==> src/common/nox_fetch_defs.svh <==
`ifndef NOX_FETCH_DEFS_SVH
`define NOX_FETCH_DEFS_SVH

// Core bus address and data widths
`define NOX_ADDR_W 32
`define NOX_DATA_W 32

// Instructions held locally by fetch, also the outstanding read limit
`define NOX_L0_SLOTS 2

// Instruction memory size in 32-bit words
`define NOX_IMEM_WORDS 256

`endif

==> src/common/nox_fetch_pkg.sv <==
`include "nox_fetch_defs.svh"

package nox_fetch_pkg;

  typedef logic [`NOX_ADDR_W-1:0] pc_t;
  typedef logic [`NOX_ADDR_W-1:0] cb_addr_t;
  typedef logic [`NOX_DATA_W-1:0] cb_data_t;
  typedef logic [`NOX_DATA_W-1:0] instr_raw_t;
  typedef logic [`NOX_DATA_W/8-1:0] cb_strb_t;
  typedef logic [$clog2(`NOX_IMEM_WORDS)-1:0] imem_idx_t;

  typedef enum logic [1:0] {
    CB_BYTE,
    CB_HALF,
    CB_WORD
  } cb_size_t;

  typedef enum logic [1:0] {
    CB_OKAY,
    CB_EXOKAY,
    CB_SLVERR,
    CB_DECERR
  } cb_resp_t;

  // Master to slave
  typedef struct packed {
    cb_addr_t wr_addr;
    cb_size_t wr_size;
    logic     wr_addr_valid;
    cb_data_t wr_data;
    cb_strb_t wr_strobe;
    logic     wr_data_valid;
    logic     wr_resp_ready;
    cb_addr_t rd_addr;
    cb_size_t rd_size;
    logic     rd_addr_valid;
    logic     rd_ready;
  } s_cb_mosi_t;

  // Slave to master, read side only
  typedef struct packed {
    logic     rd_addr_ready;
    cb_data_t rd_data;
    cb_resp_t rd_resp;
    logic     rd_valid;
  } s_cb_miso_t;

  typedef struct packed {
    logic active;
    pc_t  pc_addr;
    pc_t  mtval;
  } s_trap_info_t;

  // Program load port into the instruction memory
  typedef struct packed {
    logic      valid;
    imem_idx_t word_idx;
    cb_data_t  data;
  } s_load_t;

endpackage

==> src/fetch/fetch.sv <==
`timescale 1ns/1ps

module fetch #(
  parameter int L0_BUFFER_SIZE = 2
) (
  input  logic                        clk,
  input  logic                        rst_i,
  // Core bus read side
  output nox_fetch_pkg::s_cb_mosi_t   instr_cb_mosi_o,
  input  nox_fetch_pkg::s_cb_miso_t   instr_cb_miso_i,
  input  logic                        fetch_start_i,
  input  nox_fetch_pkg::pc_t          fetch_start_addr_i,
  // Redirect from execute
  input  logic                        fetch_req_i,
  input  nox_fetch_pkg::pc_t          fetch_addr_i,
  // Decode handshake
  output logic                        fetch_valid_o,
  input  logic                        fetch_ready_i,
  output nox_fetch_pkg::instr_raw_t   fetch_instr_o,
  output nox_fetch_pkg::s_trap_info_t trap_info_o
);
  typedef logic [$clog2(L0_BUFFER_SIZE):0] buffer_t;

  typedef enum logic [1:0] {
    F_STP,
    F_REQ,
    F_CLR
  } fetch_st_t;

  // One read in flight, oldest at the FIFO head
  typedef struct packed {
    logic                    keep;
    nox_fetch_pkg::cb_addr_t addr;
  } s_ot_entry_t;

  fetch_st_t               st_ff, next_st;
  nox_fetch_pkg::pc_t      pc_ff, next_pc;
  nox_fetch_pkg::cb_addr_t req_addr_ff, next_req_addr;
  logic                    req_ff, next_req;
  logic                    fault_ff, next_fault;

  logic        addr_hs;
  logic        hold_addr;
  logic        issue_ok;
  logic        rd_ready;
  logic        rsp_hs;
  logic        rsp_live;
  logic        trap_hit;
  logic        l0_write;
  logic        l0_read;
  logic        l0_clear;
  logic        l0_full;
  logic        l0_empty;
  logic        ot_empty;
  buffer_t     ot_ocup;
  buffer_t     ot_level;
  s_ot_entry_t ot_push;
  s_ot_entry_t ot_head;

  assign addr_hs   = req_ff && instr_cb_miso_i.rd_addr_ready;
  assign hold_addr = req_ff && !instr_cb_miso_i.rd_addr_ready;
  assign l0_clear  = fetch_req_i || !fetch_start_i;
  assign ot_level  = ot_ocup + buffer_t'(addr_hs);

  // Stop taking data only when L0 has no room, drain freely otherwise
  assign rd_ready = (st_ff == F_REQ) ? !l0_full : 1'b1;
  assign rsp_hs   = instr_cb_miso_i.rd_valid && rd_ready;

  // Only reads of the current stream reach L0 or raise a trap
  assign rsp_live = rsp_hs && ot_head.keep && (st_ff == F_REQ) && !l0_clear;
  assign l0_write = rsp_live && (instr_cb_miso_i.rd_resp == nox_fetch_pkg::CB_OKAY);
  assign trap_hit = rsp_live && (instr_cb_miso_i.rd_resp != nox_fetch_pkg::CB_OKAY);

  assign issue_ok = !l0_clear && !trap_hit && !fault_ff && !l0_full &&
                    (ot_level < buffer_t'(L0_BUFFER_SIZE));

  // A read accepted during a redirect or a stop is stale from the start
  assign ot_push.keep = (st_ff == F_REQ) && !l0_clear;
  assign ot_push.addr = req_addr_ff;

  always_comb begin
    next_st       = st_ff;
    next_pc       = pc_ff;
    next_req      = hold_addr;
    next_req_addr = req_addr_ff;
    next_fault    = fault_ff || trap_hit;

    case (st_ff)
      F_STP: begin
        if (fetch_start_i && !req_ff && ot_empty) begin
          next_st = F_REQ;
        end
      end
      F_REQ: begin
        if (!hold_addr && issue_ok) begin
          next_req      = 1'b1;
          next_req_addr = pc_ff;
          next_pc       = pc_ff + nox_fetch_pkg::pc_t'(4);
        end
        if (fetch_req_i || trap_hit) begin
          next_st = F_CLR;
        end
      end
      F_CLR: begin
        // Old reads are all answered and dropped before the new stream starts
        if (!req_ff && ot_empty) begin
          next_st = F_REQ;
        end
      end
      default: next_st = F_STP;
    endcase

    if (fetch_req_i) begin
      next_pc    = fetch_addr_i;
      next_fault = 1'b0;
    end
    if (!fetch_start_i) begin
      next_st    = F_STP;
      next_fault = 1'b0;
    end
  end

  always_ff @(posedge clk) begin
    if (rst_i) begin
      st_ff    <= F_STP;
      pc_ff    <= fetch_start_addr_i;
      req_ff   <= 1'b0;
      fault_ff <= 1'b0;
    end else begin
      st_ff    <= next_st;
      pc_ff    <= next_pc;
      req_ff   <= next_req;
      fault_ff <= next_fault;
    end
  end

  always_ff @(posedge clk) begin
    req_addr_ff <= next_req_addr;
  end

  always_comb begin
    instr_cb_mosi_o               = '0;
    instr_cb_mosi_o.rd_addr       = req_addr_ff;
    instr_cb_mosi_o.rd_size       = nox_fetch_pkg::CB_WORD;
    instr_cb_mosi_o.rd_addr_valid = req_ff;
    instr_cb_mosi_o.rd_ready      = rd_ready;
  end

  assign fetch_valid_o = !l0_clear && !l0_empty;
  assign l0_read       = fetch_valid_o && fetch_ready_i;

  // Access fault reported with the address of the failing read
  always_comb begin
    trap_info_o = '0;
    if (trap_hit) begin
      trap_info_o.active  = 1'b1;
      trap_info_o.pc_addr = ot_head.addr;
      trap_info_o.mtval   = ot_head.addr;
    end
  end

  fifo_nox #(
    .SLOTS   (L0_BUFFER_SIZE),
    .WIDTH   ($bits(s_ot_entry_t))
  ) u_fifo_ot (
    .clk     (clk),
    .rst_i   (rst_i),
    .clear_i (1'b0),
    .write_i (addr_hs),
    .read_i  (rsp_hs),
    .data_i  (ot_push),
    .data_o  (ot_head),
    .full_o  (),
    .empty_o (ot_empty),
    .ocup_o  (ot_ocup)
  );

  fifo_nox #(
    .SLOTS   (L0_BUFFER_SIZE),
    .WIDTH   ($bits(nox_fetch_pkg::instr_raw_t))
  ) u_fifo_l0 (
    .clk     (clk),
    .rst_i   (rst_i),
    .clear_i (l0_clear),
    .write_i (l0_write),
    .read_i  (l0_read),
    .data_i  (instr_cb_miso_i.rd_data),
    .data_o  (fetch_instr_o),
    .full_o  (l0_full),
    .empty_o (l0_empty),
    .ocup_o  ()
  );

endmodule

==> src/verilog/fifo_nox.sv <==
`timescale 1ns/1ps

module fifo_nox #(
  parameter int SLOTS = 2,
  parameter int WIDTH = 32
) (
  input  logic                   clk,
  input  logic                   rst_i,
  input  logic                   clear_i,
  input  logic                   write_i,
  input  logic                   read_i,
  input  logic [WIDTH-1:0]       data_i,
  output logic [WIDTH-1:0]       data_o,
  output logic                   full_o,
  output logic                   empty_o,
  output logic [$clog2(SLOTS):0] ocup_o
);
  localparam int PTR_W = (SLOTS > 1) ? $clog2(SLOTS) : 1;

  typedef logic [PTR_W-1:0]       ptr_t;
  typedef logic [$clog2(SLOTS):0] cnt_t;

  logic [WIDTH-1:0] mem [SLOTS];
  ptr_t             wr_ptr_ff;
  ptr_t             rd_ptr_ff;
  cnt_t             cnt_ff;
  logic             do_write;
  logic             do_read;

  // Pointers wrap at SLOTS, which need not be a power of two
  function automatic ptr_t ptr_inc(ptr_t ptr);
    return (ptr == ptr_t'(SLOTS - 1)) ? ptr_t'(0) : ptr_t'(ptr + 1'b1);
  endfunction

  assign full_o   = (cnt_ff == cnt_t'(SLOTS));
  assign empty_o  = (cnt_ff == cnt_t'(0));
  assign ocup_o   = cnt_ff;
  assign data_o   = mem[rd_ptr_ff];
  assign do_write = write_i && !full_o;
  assign do_read  = read_i && !empty_o;

  always_ff @(posedge clk) begin
    if (rst_i || clear_i) begin
      wr_ptr_ff <= '0;
      rd_ptr_ff <= '0;
      cnt_ff    <= '0;
    end else begin
      if (do_write) begin
        wr_ptr_ff <= ptr_inc(wr_ptr_ff);
      end
      if (do_read) begin
        rd_ptr_ff <= ptr_inc(rd_ptr_ff);
      end
      cnt_ff <= cnt_ff + cnt_t'(do_write) - cnt_t'(do_read);
    end
  end

  always_ff @(posedge clk) begin
    if (do_write) begin
      mem[wr_ptr_ff] <= data_i;
    end
  end

endmodule

==> config.mk <==
export PLATFORM = sky130hd
export DESIGN_NAME = fetch
export DESIGN_NICKNAME = d
export VERILOG_FILES = /design/src/common/nox_fetch_pkg.sv /design/src/fetch/fetch.sv /design/src/verilog/fifo_nox.sv
export VERILOG_INCLUDE_DIRS = /design/src /design/src/common
export SDC_FILE = /design/constraint.sdc
export NUM_CORES = 1
export LEC_CHECK = 0
export BUFFER_PORTS_ARGS = -buffer_cell sky130_fd_sc_hd__buf_2
export CELL_PAD_IN_SITES_DETAIL_PLACEMENT = 1
export CELL_PAD_IN_SITES_GLOBAL_PLACEMENT = 1
export CORE_UTILIZATION = 36
export DETAILED_ROUTE_END_ITERATION = 8
export PLACE_DENSITY_LB_ADDON = 0.1
export SETUP_SLACK_MARGIN = 0.5
export SLEW_MARGIN = 0
export SYNTH_ARGS = -nofsm -noshare
export SYNTH_HDL_FRONTEND = slang
export SYNTH_SLANG_ARGS = --single-unit
==> constraint.sdc <==
create_clock -name clk -period 3.11 [get_ports clk]
set_input_delay 0.1555 -clock clk [delete_from_list [all_inputs] [get_ports clk]]
set_output_delay 0.1555 -clock clk [all_outputs]
set_load 0.02 [all_outputs]
==> metrics.md, run 1 <==
| Metric | Value |
|---|---|
| Status | complete, but fails checks |
| Failing checks | design-rule violations |
| Register-to-Register Setup Slack | 650 ps |
| Grt met1 use | about a fifth |
| CTS Buf Count | 23 |
| VDD IR max | 0.0003241 V |
| First-pass GRT wire length | 34340 um |
| Skew-Pair Late Insertion Delay | 500 ps |
| Reg clk slew, reported paths | approximately 60 ps |
| Switch Pwr | 1.621 mW |
| Util after Layout | 45.35% |
| Fin crit period | 2461 ps |
| Hold Path Depth | 3 |
| Die area | 27340 um^2 |
| Die Height | 165.3 um |
| Pwr Total | approximately 7 mW |
| CTS tree | built |
| Share of flip-flops with an asynchronous set or reset | 0% |
| Top fanout value on the critical path | 20 |
| Top Usage Layer GRT | met2 |
| Largest net degree at the start of global routing | 35 |
| Tcrit/Tclk final | 79.14% |
| Number of synthesized flops with an enable pin | about 190 |
| Clk root buf | clkbuf_16 |
| # port buffers | 236 |
| Syn-to-layout area delta | 23.37% |
| Core ar. | about 26000 um^2 |
| I/O pin total | ~310 |
| # DRC | 36 |
| Internal power | about 5.2 mW |
| Max-Cap Viols | 0 |
| Tot GR Track Use | 16.62% |
| Layout cells sized above 1 | 33.95% |
| Die X | 165.3 um |
| Syn Std Cell Area | 9605 um^2 |
| Fin nets | 1069 |
| Antenna viol nets, final | 0 |
| Total clock sinks | 208 |
| Via Count | 6067 |
| Worst slew margin | 22.78% |
| Setup violators final | 0 |
| Post-Route WL | 23550 um |
| Initial Utilization | 36.76% |
| DP Wirelength | approximately 17000 um |
| Endpoints failing hold | 0 |
| Pre-CTS WS | 664.1 ps |
| Unique cell type count in the Yosys netlist | 48 |
| Ys flop type | edfxtp_1 |
| Tightest Pin Transition | 1154 ps |
| Grt total ovfl | 0 |
| Detailed Route Iter0 Violations | 336 |
| Worst path cell trace | mux2_4 -> nand3_2 -> or3_1 -> inv_2 -> or4_4 -> o21ai_4 -> buf_12 |
| Post-synthesis sequential element count | between 200 and 250 |
| Ys Warns | 0 |
| HP Class | input port to flip-flop |
| Initial antenna violation count | 0 |
| Number of max-slew violations in the final report | 0 |
| GR Util met3 | 2.248% |
| RSZ-0062 raised after global routing | no |
| CP peak stage delay | about 570 ps |
| Fmax | 0.4063 GHz |
| Critical path arrival | 2660 ps |
| Switch share | a little under a quarter |
| H-tree Lvls | 1 |
| Routed WL per cell | ~18 um |
| P_leak | around 4.7 nW |
| TNS Setup | 0 ps |
| Worst Skew | 11.53 ps |
| Register area share after synthesis | 63.57% |
| 1st-pass router iterations | 7 |
| Clk pwr share | between 40% and 50% |
| Via density | 4.631 |
| Crit Path Category | flip-flop to flip-flop |
| Comb pwr share | 11.5% |
| Row cnt | 59 |
| Part of the power in registers | 48.3% |
| Slowest-stage cell, CP | or4_4 |
| Vias in the first global route | 6129 |
| Worst reg-to-reg path cell count | 7 |
| M2 GR Usage | about 29% |
| Worst Path Required | about 3300 ps |
| Setup WS post-layout | ~650 ps |
| Syn Area/Cell | between 10 and 15 um^2 |
| CP startpoint kind | flip-flop |
| Synth Instances | 716 |
| CTS max path bufs | 3 |
| Placer Congestion | 0.7999 |
| Fill cells | roughly 2.8k |
| CP endpoint kind | flip-flop |
| # diodes | 0 |
| Pwr per Cell Area | 576.7 nW/um^2 |
[synthesized netlist by cell type, drive strengths merged (15+ instances only)]
cell type,instances,area [um^2]
clkbuf,19,71.32
o21ai,26,130.1
nand2,28,105.1
mux2,36,409.1
nand3,15,80.08
mux2i,35,350.3
nor4,15,93.84
edfxtp,194,5826
buf,148,1101
nor2,51,191.4
inv,15,56.30
xnor2,28,245.2
[metal layers]
layer	wire length [um]	share of wire, %	up-vias
li1	-	-	2858
met4	409	1.7	0
met3	1202	5.1	27
met5	0	0	-
met2	11950	51	215
met1	9979	42	2967
[per-stage QoR]
step	hold slack, ps	cell area [um^2]	instances
after floorplan	254.4	9896	789
after global placement	343.2	10480	1209
after detailed placement	347.0	10480	1209
after global routing	7.044	11850	1310
final	1.233	11850	1310
after CTS	0.1749	11840	1310
[flip-flops by register name, indices dropped and copies added, names as in the netlist, named ones only]
| signal | cells |
|---|---|
| u_fifo_ot.wr_ptr_ff | 1 |
| u_fifo_l0.mem | 64 |
| u_fifo_l0.wr_ptr_ff | 1 |
| fault_ff | 1 |
| u_fifo_l0.ocup_o | 2 |
| pc_ff | 32 |
| st_ff | 2 |
| u_fifo_l0.rd_ptr_ff | 1 |
| req_ff | 1 |
| u_fifo_ot.mem | 66 |
| u_fifo_ot.rd_ptr_ff | 1 |
| u_fifo_ot.ocup_o | 2 |
| req_addr_ff | 32 |
[power groups by stage]
stage	sequential [mW]	clock, mW	combinational [mW]
final	3.30	2.75	0.786
after global routing	3.32	2.94	0.861
after CTS	3.30	2.84	0.797
after detailed placement	3.36	0	0.730
after global placement	3.35	0	0.718
after floorplan	3.31	0	0.617
[cell type report]
cell class	instances	area (um^2)	share of cell area [%]
clock buffer	29	598.1	5.047
clock inverter	12	161.4	1.362
inverter	16	60.06	0.5068
multi-input combinational	398	2574	21.72
sequential	208	6107	51.54
tap	335	419.2	3.537
timing repair buffer	312	1931	16.29
[path summary, 6_finish.rpt]
| kind | start | end |
|---|---|---|
| setup / recovery | u_fifo_ot.mem[0][32] | pc_ff[8] |
| hold / removal | fetch_start_addr_i[20] | pc_ff[20] |
| setup reg to reg | u_fifo_ot.mem[0][32] | pc_ff[8] |
| hold reg to reg | pc_ff[1] | req_addr_ff[1] |
[cells by family after synthesis]
group / after synthesis / synth area share [%]
compound gates: 68 / 4.403
xor+xnor: 34 / 3.100
simple gates: 145 / 7.464
other cells: 2 / 0.07818
fa+ha+maj: 5 / 0.6513
buf+inv: 183 / 12.83
mux: 71 / 7.907
flops: 208 / 63.57
[worst max-delay path, delay by kind of cell (launching register included)]
kind,cells,cell delay [ps]
AO/OA/AOI/OAI,1,400
flip-flops,1,370
multiplexers,1,280
AND/OR/NAND/NOR,3,810
buffers and inverters,2,290
[cell usage in the layout (no fill, tap or decap), drive strengths merged, types with 3 or more instances in the layout]
cell type      n
buf          252
edfxtp       194
conb          75
dlygate4sd3   60
nor2          51
mux2          36
mux2i         35
clkbuf        29
nand2         28
xnor2         28
o21ai         26
inv           16
nor4          15
nand3         15
dfxtp         14
a21oi         13
a22oi         11
and3           8
clkinv         7
o22ai          6
xor2           6
ha             5
and2           5
nand2b         4
nor3           4
bufinv         4
nand4          4
nor2b          4
o31ai          3
[repair_timing]
| item | in CTS | in global routing |
|---|---|---|
| resized for setup | 0 | 2 |
| endpoints found under the setup margin | 0 | 15 |
| hold buffers | 60 | 0 |
| buffers inserted | 0 | 0 |
| hold endpoints to repair | 88 | 0 |
(Power assumes the default switching activity.)
==> inputs of run 2 (changes only) <==
Clock period 3.11 ns to 2.1 ns, I/O delays scaled along.
==> run 2 against run 1 <==
The run ends with design-rule violations, negative setup slack left. Hold slack better by 16 ps. Die area unchanged. Critical path depth up 2. Clock power grew 34%. First-iteration DRC count down 12%. Largest cell class unchanged. Sequential share of layout area fell by 11 points. Sequential power increased by 47%. Routed wire length rose by 20%. Count of clock-buffer cells in the layout unchanged. Via count up 11%. Non-clock buffer count up 128.
==> metrics.md, run 2 (synthesis results as in run 1) <==
| Metric | Value |
|---|---|
| Post-Route WL | 28350 um |
| Syn-to-layout area delta | 56.42% |
| # DRC | 30 |
| RSZ-0062 raised after global routing | yes |
| Status | complete, but fails checks |
| Via Count | 6726 |
| H-tree Lvls | 1 |
| Worst Skew | 17.01 ps |
| Design Area, Final | 15020 um^2 |
| Antenna viol nets, final | 0 |
| CTS max path bufs | 3 |
| # port buffers | 236 |
| Worst reg-to-reg path cell count | 9 |
| CP endpoint kind | flip-flop |
| # diodes | 0 |
| Detailed Route Iter0 Violations | 295 |
| Placed cell areas | around 11000 um^2 |
| Util after Layout | between 50% and 60% |
| CP startpoint kind | flip-flop |
| Total clock sinks | 208 |
| Setup violators final | 163 |
| Fin crit period | 2301 ps |
| Via density | 4.677 |
| Top fanout value on the critical path | 5 |
| Reg clk slew, reported paths | 60 ps |
| Most frequent cells in the layout | edfxtp_1, buf_6, buf_2 |
| Tcrit/Tclk final | 109.6% |
| Number of max-slew violations in the final report | 0 |
| Initial Utilization | 36.76% |
| Failing checks | design-rule violations, negative setup slack |
| Die X | between 150 and 200 um |
| Pwr per Cell Area | 685.7 nW/um^2 |
| Tightest Pin Transition | 628.8 ps |
| I/O pin total | about 310 |
| Worst Path Required | 2310 ps |
| Clk root buf | clkbuf_16 |
| Largest net degree at the start of global routing | 33 |
| P_leak | between 5 and 6 nW |
| Setup WS post-layout | -201.3 ps |
| Grt total ovfl | 0 |
| CTS tree | built |
| Max FFs per register | 66 |
| Core ar. | approximately 26000 um^2 |
| Initial antenna violation count | 0 |
| Placer Congestion | 0.7933 |
| CTS Buf Count | 23 |
| Skew-Pair Late Insertion Delay | around 500 ps |
| Crit Path Category | flip-flop to flip-flop |
| Most common cell after layout, fill and taps aside | edfxtp_1 |
| Finished Layout Cells | around 1.4k |
| Routed WL per cell | 19.72 um |
| Most flop-heavy register | u_fifo_ot.mem |
| Critical path arrival | 2520 ps |
| 1st-pass router iterations | 6 |
| Row cnt | 59 |
| HP Class | input port to flip-flop |
| DP Wirelength | 16710 um |
| Fmax | 0.4345 GHz |
| Worst slew margin | between 50 and 60% |
| Endpoints failing hold | 0 |
| Max-Cap Viols | 0 |
| Vias in the first global route | 7063 |
| Pre-CTS WS | -88.59 ps |
| Layout cells sized above 1 | 48.69% |
| First-pass GRT wire length | 40480 um |
| WHS | 17.43 ps |
| Die area | about 27000 um^2 |
| VDD IR max | 0.0004310 V |
| Tot GR Track Use | 19.94% |
| Die Height | 165.3 um |
| Hold Path Depth | 3 |
| Inst Count DP | 1237 |
| Biggest regs | u_fifo_ot.mem (66), u_fifo_l0.mem (64) |
| Fin nets | 1197 |
## run 2: changes by cell type in the layout (fill, tap and decap cells not counted), moves of 22 or more
| cell | delta |
|---|---|
| nor2_1 | -32 |
| buf_4 | +28 |
| mux2_2 | -34 |
| buf_2 | -98 |
| nor2_4 | +33 |
| buf_6 | +145 |
| mux2_4 | +34 |
| o21ai_0 | -22 |
## run 2: layout make-up
type | instances | area [um^2]
Clock inverter | 12 | 82.58
Inverter | 16 | 60.06
Tap cell | 335 | 419.2
Sequential cell | 208 | 6117
Clock buffer | 29 | 598.1
Timing Repair Buffer | 440 | 4257
Fill cell | 2569 | 11110
Multi-Input combinational cell | 398 | 3491
## run 2: critical path, cell delays in order, from the launching register on
cell,delay [ps]
edfxtp_1,370
mux2_4,280
nand3_2,90
or3_4,150
inv_2,40
or4_4,560
nor2_4,170
buf_6,140
buf_6,110
buf_16,100
## run 2: power by group
part	switching, mW	leakage (nW)	internal (mW)
registers	0.133	1.91	4.72
clock network	1.54	0.337	2.14
logic	0.963	3.72	0.803
## run 2: metal layers
metal,share of wire (%),wire (um),track usage [%]
met1,42,12020,25.49
met5,0,0,0
met3,4.3,1225,2.348
met2,51,14520,35.47
met4,2.1,591,5.496
## run 2: path summary, 6_finish.rpt
kind / start / to / slack [ps]
worst max-delay path: u_fifo_ot.mem[0][32] / req_addr_ff[25] / -200
worst max register to register: u_fifo_ot.mem[0][32] / req_addr_ff[25] / -200
worst min-delay path: fetch_start_addr_i[14] / pc_ff[14] / 20
worst min register to register: pc_ff[1] / req_addr_ff[1] / 420
## run 2: timing repair
| action | 4_1_cts | 5_1_grt |
|---|---|---|
| setup buffers | 52 | 11 |
| endpoints found under the hold margin | 97 | 0 |
| endpoints found under the setup margin | 253 | 278 |
| hold buffers | 80 | 0 |
| gates resized for setup | 310 | 97 |
| cloned | 14 | 3 |
| pin swaps | 68 | 48 |
## run 2: per-stage QoR
stage               TNS (ps)  power, mW
detailed placement     -4441      6.220
CTS                   -19720      10.28
finish                -17890      10.30
global placement       -1562      6.179
floorplan             -34350      5.914
global route          -29640      10.64
==> inputs of run 3 (changes only) <==
Settings changed: CORE_UTILIZATION 36 to 37, CTS_BUF_LIST set to sky130_fd_sc_hd__clkbuf_8, HOLD_SLACK_MARGIN set to 0.15.
==> run 3 against run 2 <==
The flow finishes with violations (negative setup slack). Sequential power is essentially flat. Register-to-register slack is essentially flat. Fmax is essentially flat. Power shrank 3.2%. Hold slack gained 180 ps. Setup slack is essentially flat. Critical endpoint is now pc_ff[6].
==> metrics.md, run 3 (synthesis results as in run 1) <==
| Metric | Value |
|---|---|
| Tot GR Track Use | 19.66% |
| 1st-pass router iterations | 4 |
| Row cnt | between 50 and 60 |
| Most frequent cells in the layout | edfxtp_1, buf_2, buf_4 |
| CP endpoint kind | flip-flop |
| Endpoints failing hold | 0 |
| Post-Route WL | 28420 um |
| RSZ-0062 raised after global routing | yes |
| Tightest Pin Transition | 632.7 ps |
| Max FFs per register | 66 |
| Worst Path Required | 2340 ps |
| I/O pin total | 312 |
| Pwr per Cell Area | 688.5 nW/um^2 |
| Clk pwr share | 34.1% |
| End of the critical path | pc_ff[6] |
| Register-to-Register Setup Slack | -200 ps |
| VDD IR max | ~0.00038 V |
| Vias in the first global route | 7149 |
| CTS Buf Count | 37 |
| Design Area, Final | 14480 um^2 |
| Setup WS post-layout | -201.6 ps |
| Via Count | between 6k and 7k |
| TNS Setup | -15330 ps |
| # port buffers | 236 |
| Part of the power in registers | 48.8% |
| Grt total ovfl | 0 |
| CP startpoint kind | flip-flop |
| Biggest regs | u_fifo_ot.mem (66), u_fifo_l0.mem (64) |
| Number of max-slew violations in the final report | 0 |
| Worst slew margin | 57.82% |
| Most common cell after layout, fill and taps aside | edfxtp_1 |
| Worst Skew | 31.49 ps |
| Die area | 26610 um^2 |
| Placer Congestion | roughly 0.8 |
| Setup violators final | between 100 and 150 |
| Initial Utilization | 37.93% |
| Comb pwr share | 17.1% |
| H-tree Lvls | 2 |
| Reg-to-reg endpoint | pc_ff[6] |
| DP Wirelength | 16890 um |
| First-pass GRT wire length | roughly 40000 um |
| CTS max path bufs | 3 |
| Via density | 4.700 |
| RR Startpoint | u_fifo_ot.mem[0][32] |
| Skew-Pair Late Insertion Delay | between 500 and 600 ps |
| Worst path cell trace | mux2_4 -> nand3_2 -> or3_4 -> inv_2 -> or4_4 -> o21ai_4 -> buf_6 -> clkbuf_16 |
| Critical path arrival | 2540 ps |
| Detailed Route Iter0 Violations | 261 |
| Fmax | 0.4345 GHz |
| P_leak | 5.812 nW |
| Clk root buf | clkbuf_8 |
| Switch Pwr | 2.703 mW |
| Internal power | between 7 and 8 mW |
| Max-Cap Viols | 0 |
| Worst reg-to-reg path cell count | 8 |
| CP peak stage delay | 560 ps |
| Most flop-heavy register | u_fifo_ot.mem |
| CTS tree | built |
| Core ar. | 25330 um^2 |
| Tcrit/Tclk final | 109.6% |
| Failing checks | negative setup slack |
| Die X | about 160 um |
| Placed cell areas | roughly 11000 um^2 |
| HP Class | input port to flip-flop |
| Pre-CTS WS | -70.11 ps |
| Status | complete, but fails checks |
| Initial antenna violation count | 0 |
| Layout cells sized above 1 | 45.53% |
| Worst Setup SP | u_fifo_ot.mem[0][32] |
| Inst Count DP | 1226 |
| Fin crit period | ~2300 ps |
| # DRC | 0 |
| Antenna viol nets, final | 0 |
| Switch share | 27.11% |
| Syn-to-layout area delta | 50.76% |
| Finished Layout Cells | 1462 |
| Largest net degree at the start of global routing | 33 |
| Routed WL per cell | between 15 and 20 um |
| Slowest-stage cell, CP | or4_4 |
| Top fanout value on the critical path | 6 |
| Crit Path Category | flip-flop to flip-flop |
| Reg clk slew, reported paths | 60 ps |
| Die Height | 163.1 um |
| Total clock sinks | about 210 |
| Fin nets | 1214 |
==> run 3: changes by cell type in the layout (fill, tap and decap cells not counted), moves of 7 or more <==
cell,before,now
clkbuf_16,26,3
clkbuf_8,0,37
o21ai_1,21,13
buf_16,15,8
buf_6,146,75
buf_4,41,102
inv_1,13,25
dlygate4sd3_1,80,101
o21ai_0,3,11
==> run 3: critical path: cells and delay by family (launching register included) <==
kind	cells	cell delay, ps
multiplexers	1	280
flip-flops	1	370
AO/OA/AOI/OAI	1	200
AND/OR/NAND/NOR	3	830
buffers and inverters	3	350
==> run 3: repair_timing <==
action                                 in CTS  in global routing
pin swaps                                  12                 33
gates cloned                                8                  4
hold buffers                              101                  0
endpoints found under the hold margin     108                  0
setup endpoints to repair                 277                302
buffers inserted                           30                 26
gates resized for setup                    99                197
==> run 3: power by group through the flow <==
stage                     clock network [mW]  registers (mW)  logic, mW
final                                   3.40            4.87       1.70
after global routing                    3.65            4.88       1.82
after CTS                               3.50            4.86       1.53
after detailed placement                   0            4.96       1.25
after global placement                     0            4.95       1.21
after floorplan                            0            4.92      0.996
==> run 3: cell type report <==
cell class	instances	area, um^2
tap	330	412.9
clock buffer	37	509.2
sequential	208	6115
fill	2533	10850
timing repair buffer	442	3852
inverter	16	60.06
antenna	1	2.502
clock inverter	29	147.6
multi-input combinational	399	3382
==> run 3: metal layers <==
metal  part of all wire [%]  GRT usage [%]  routed length (um)  up-vias
met2                     53          35.67               14980      240
met3                    4.9          3.606                1398       49
met5                      0              0                   0        -
li1                       -              -                   -     3171
met1                     40          23.15               11360     3411
met4                    2.4          6.839                 677        0
==> run 3: worst min-delay path by stage <==
stage,startpoint,endpoint,slack (ps),depth (start not counted)
2_1_floorplan,instr_cb_miso_i[3],u_fifo_l0.mem[0][0],200,0
4_1_cts,fetch_start_i,u_fifo_ot.mem[1][32],160,5
3_5_place_dp,instr_cb_miso_i[17],u_fifo_l0.mem[1][14],300,1
6_report,fetch_start_i,u_fifo_ot.mem[1][32],200,5
3_3_place_gp,instr_cb_miso_i[20],u_fifo_l0.mem[0][17],290,1
5_1_grt,fetch_start_i,u_fifo_ot.mem[0][32],210,5
==> run 3: through the flow <==
step                power, mW  hold WS (ps)  utilization [%]
global route            10.35         207.5            57.17
CTS                     9.901         155.1            53.01
global placement        6.161         292.3            43.64
floorplan               5.914         203.9                -
detailed placement      6.209         296.7            43.64
finish                  9.970         196.7            57.18
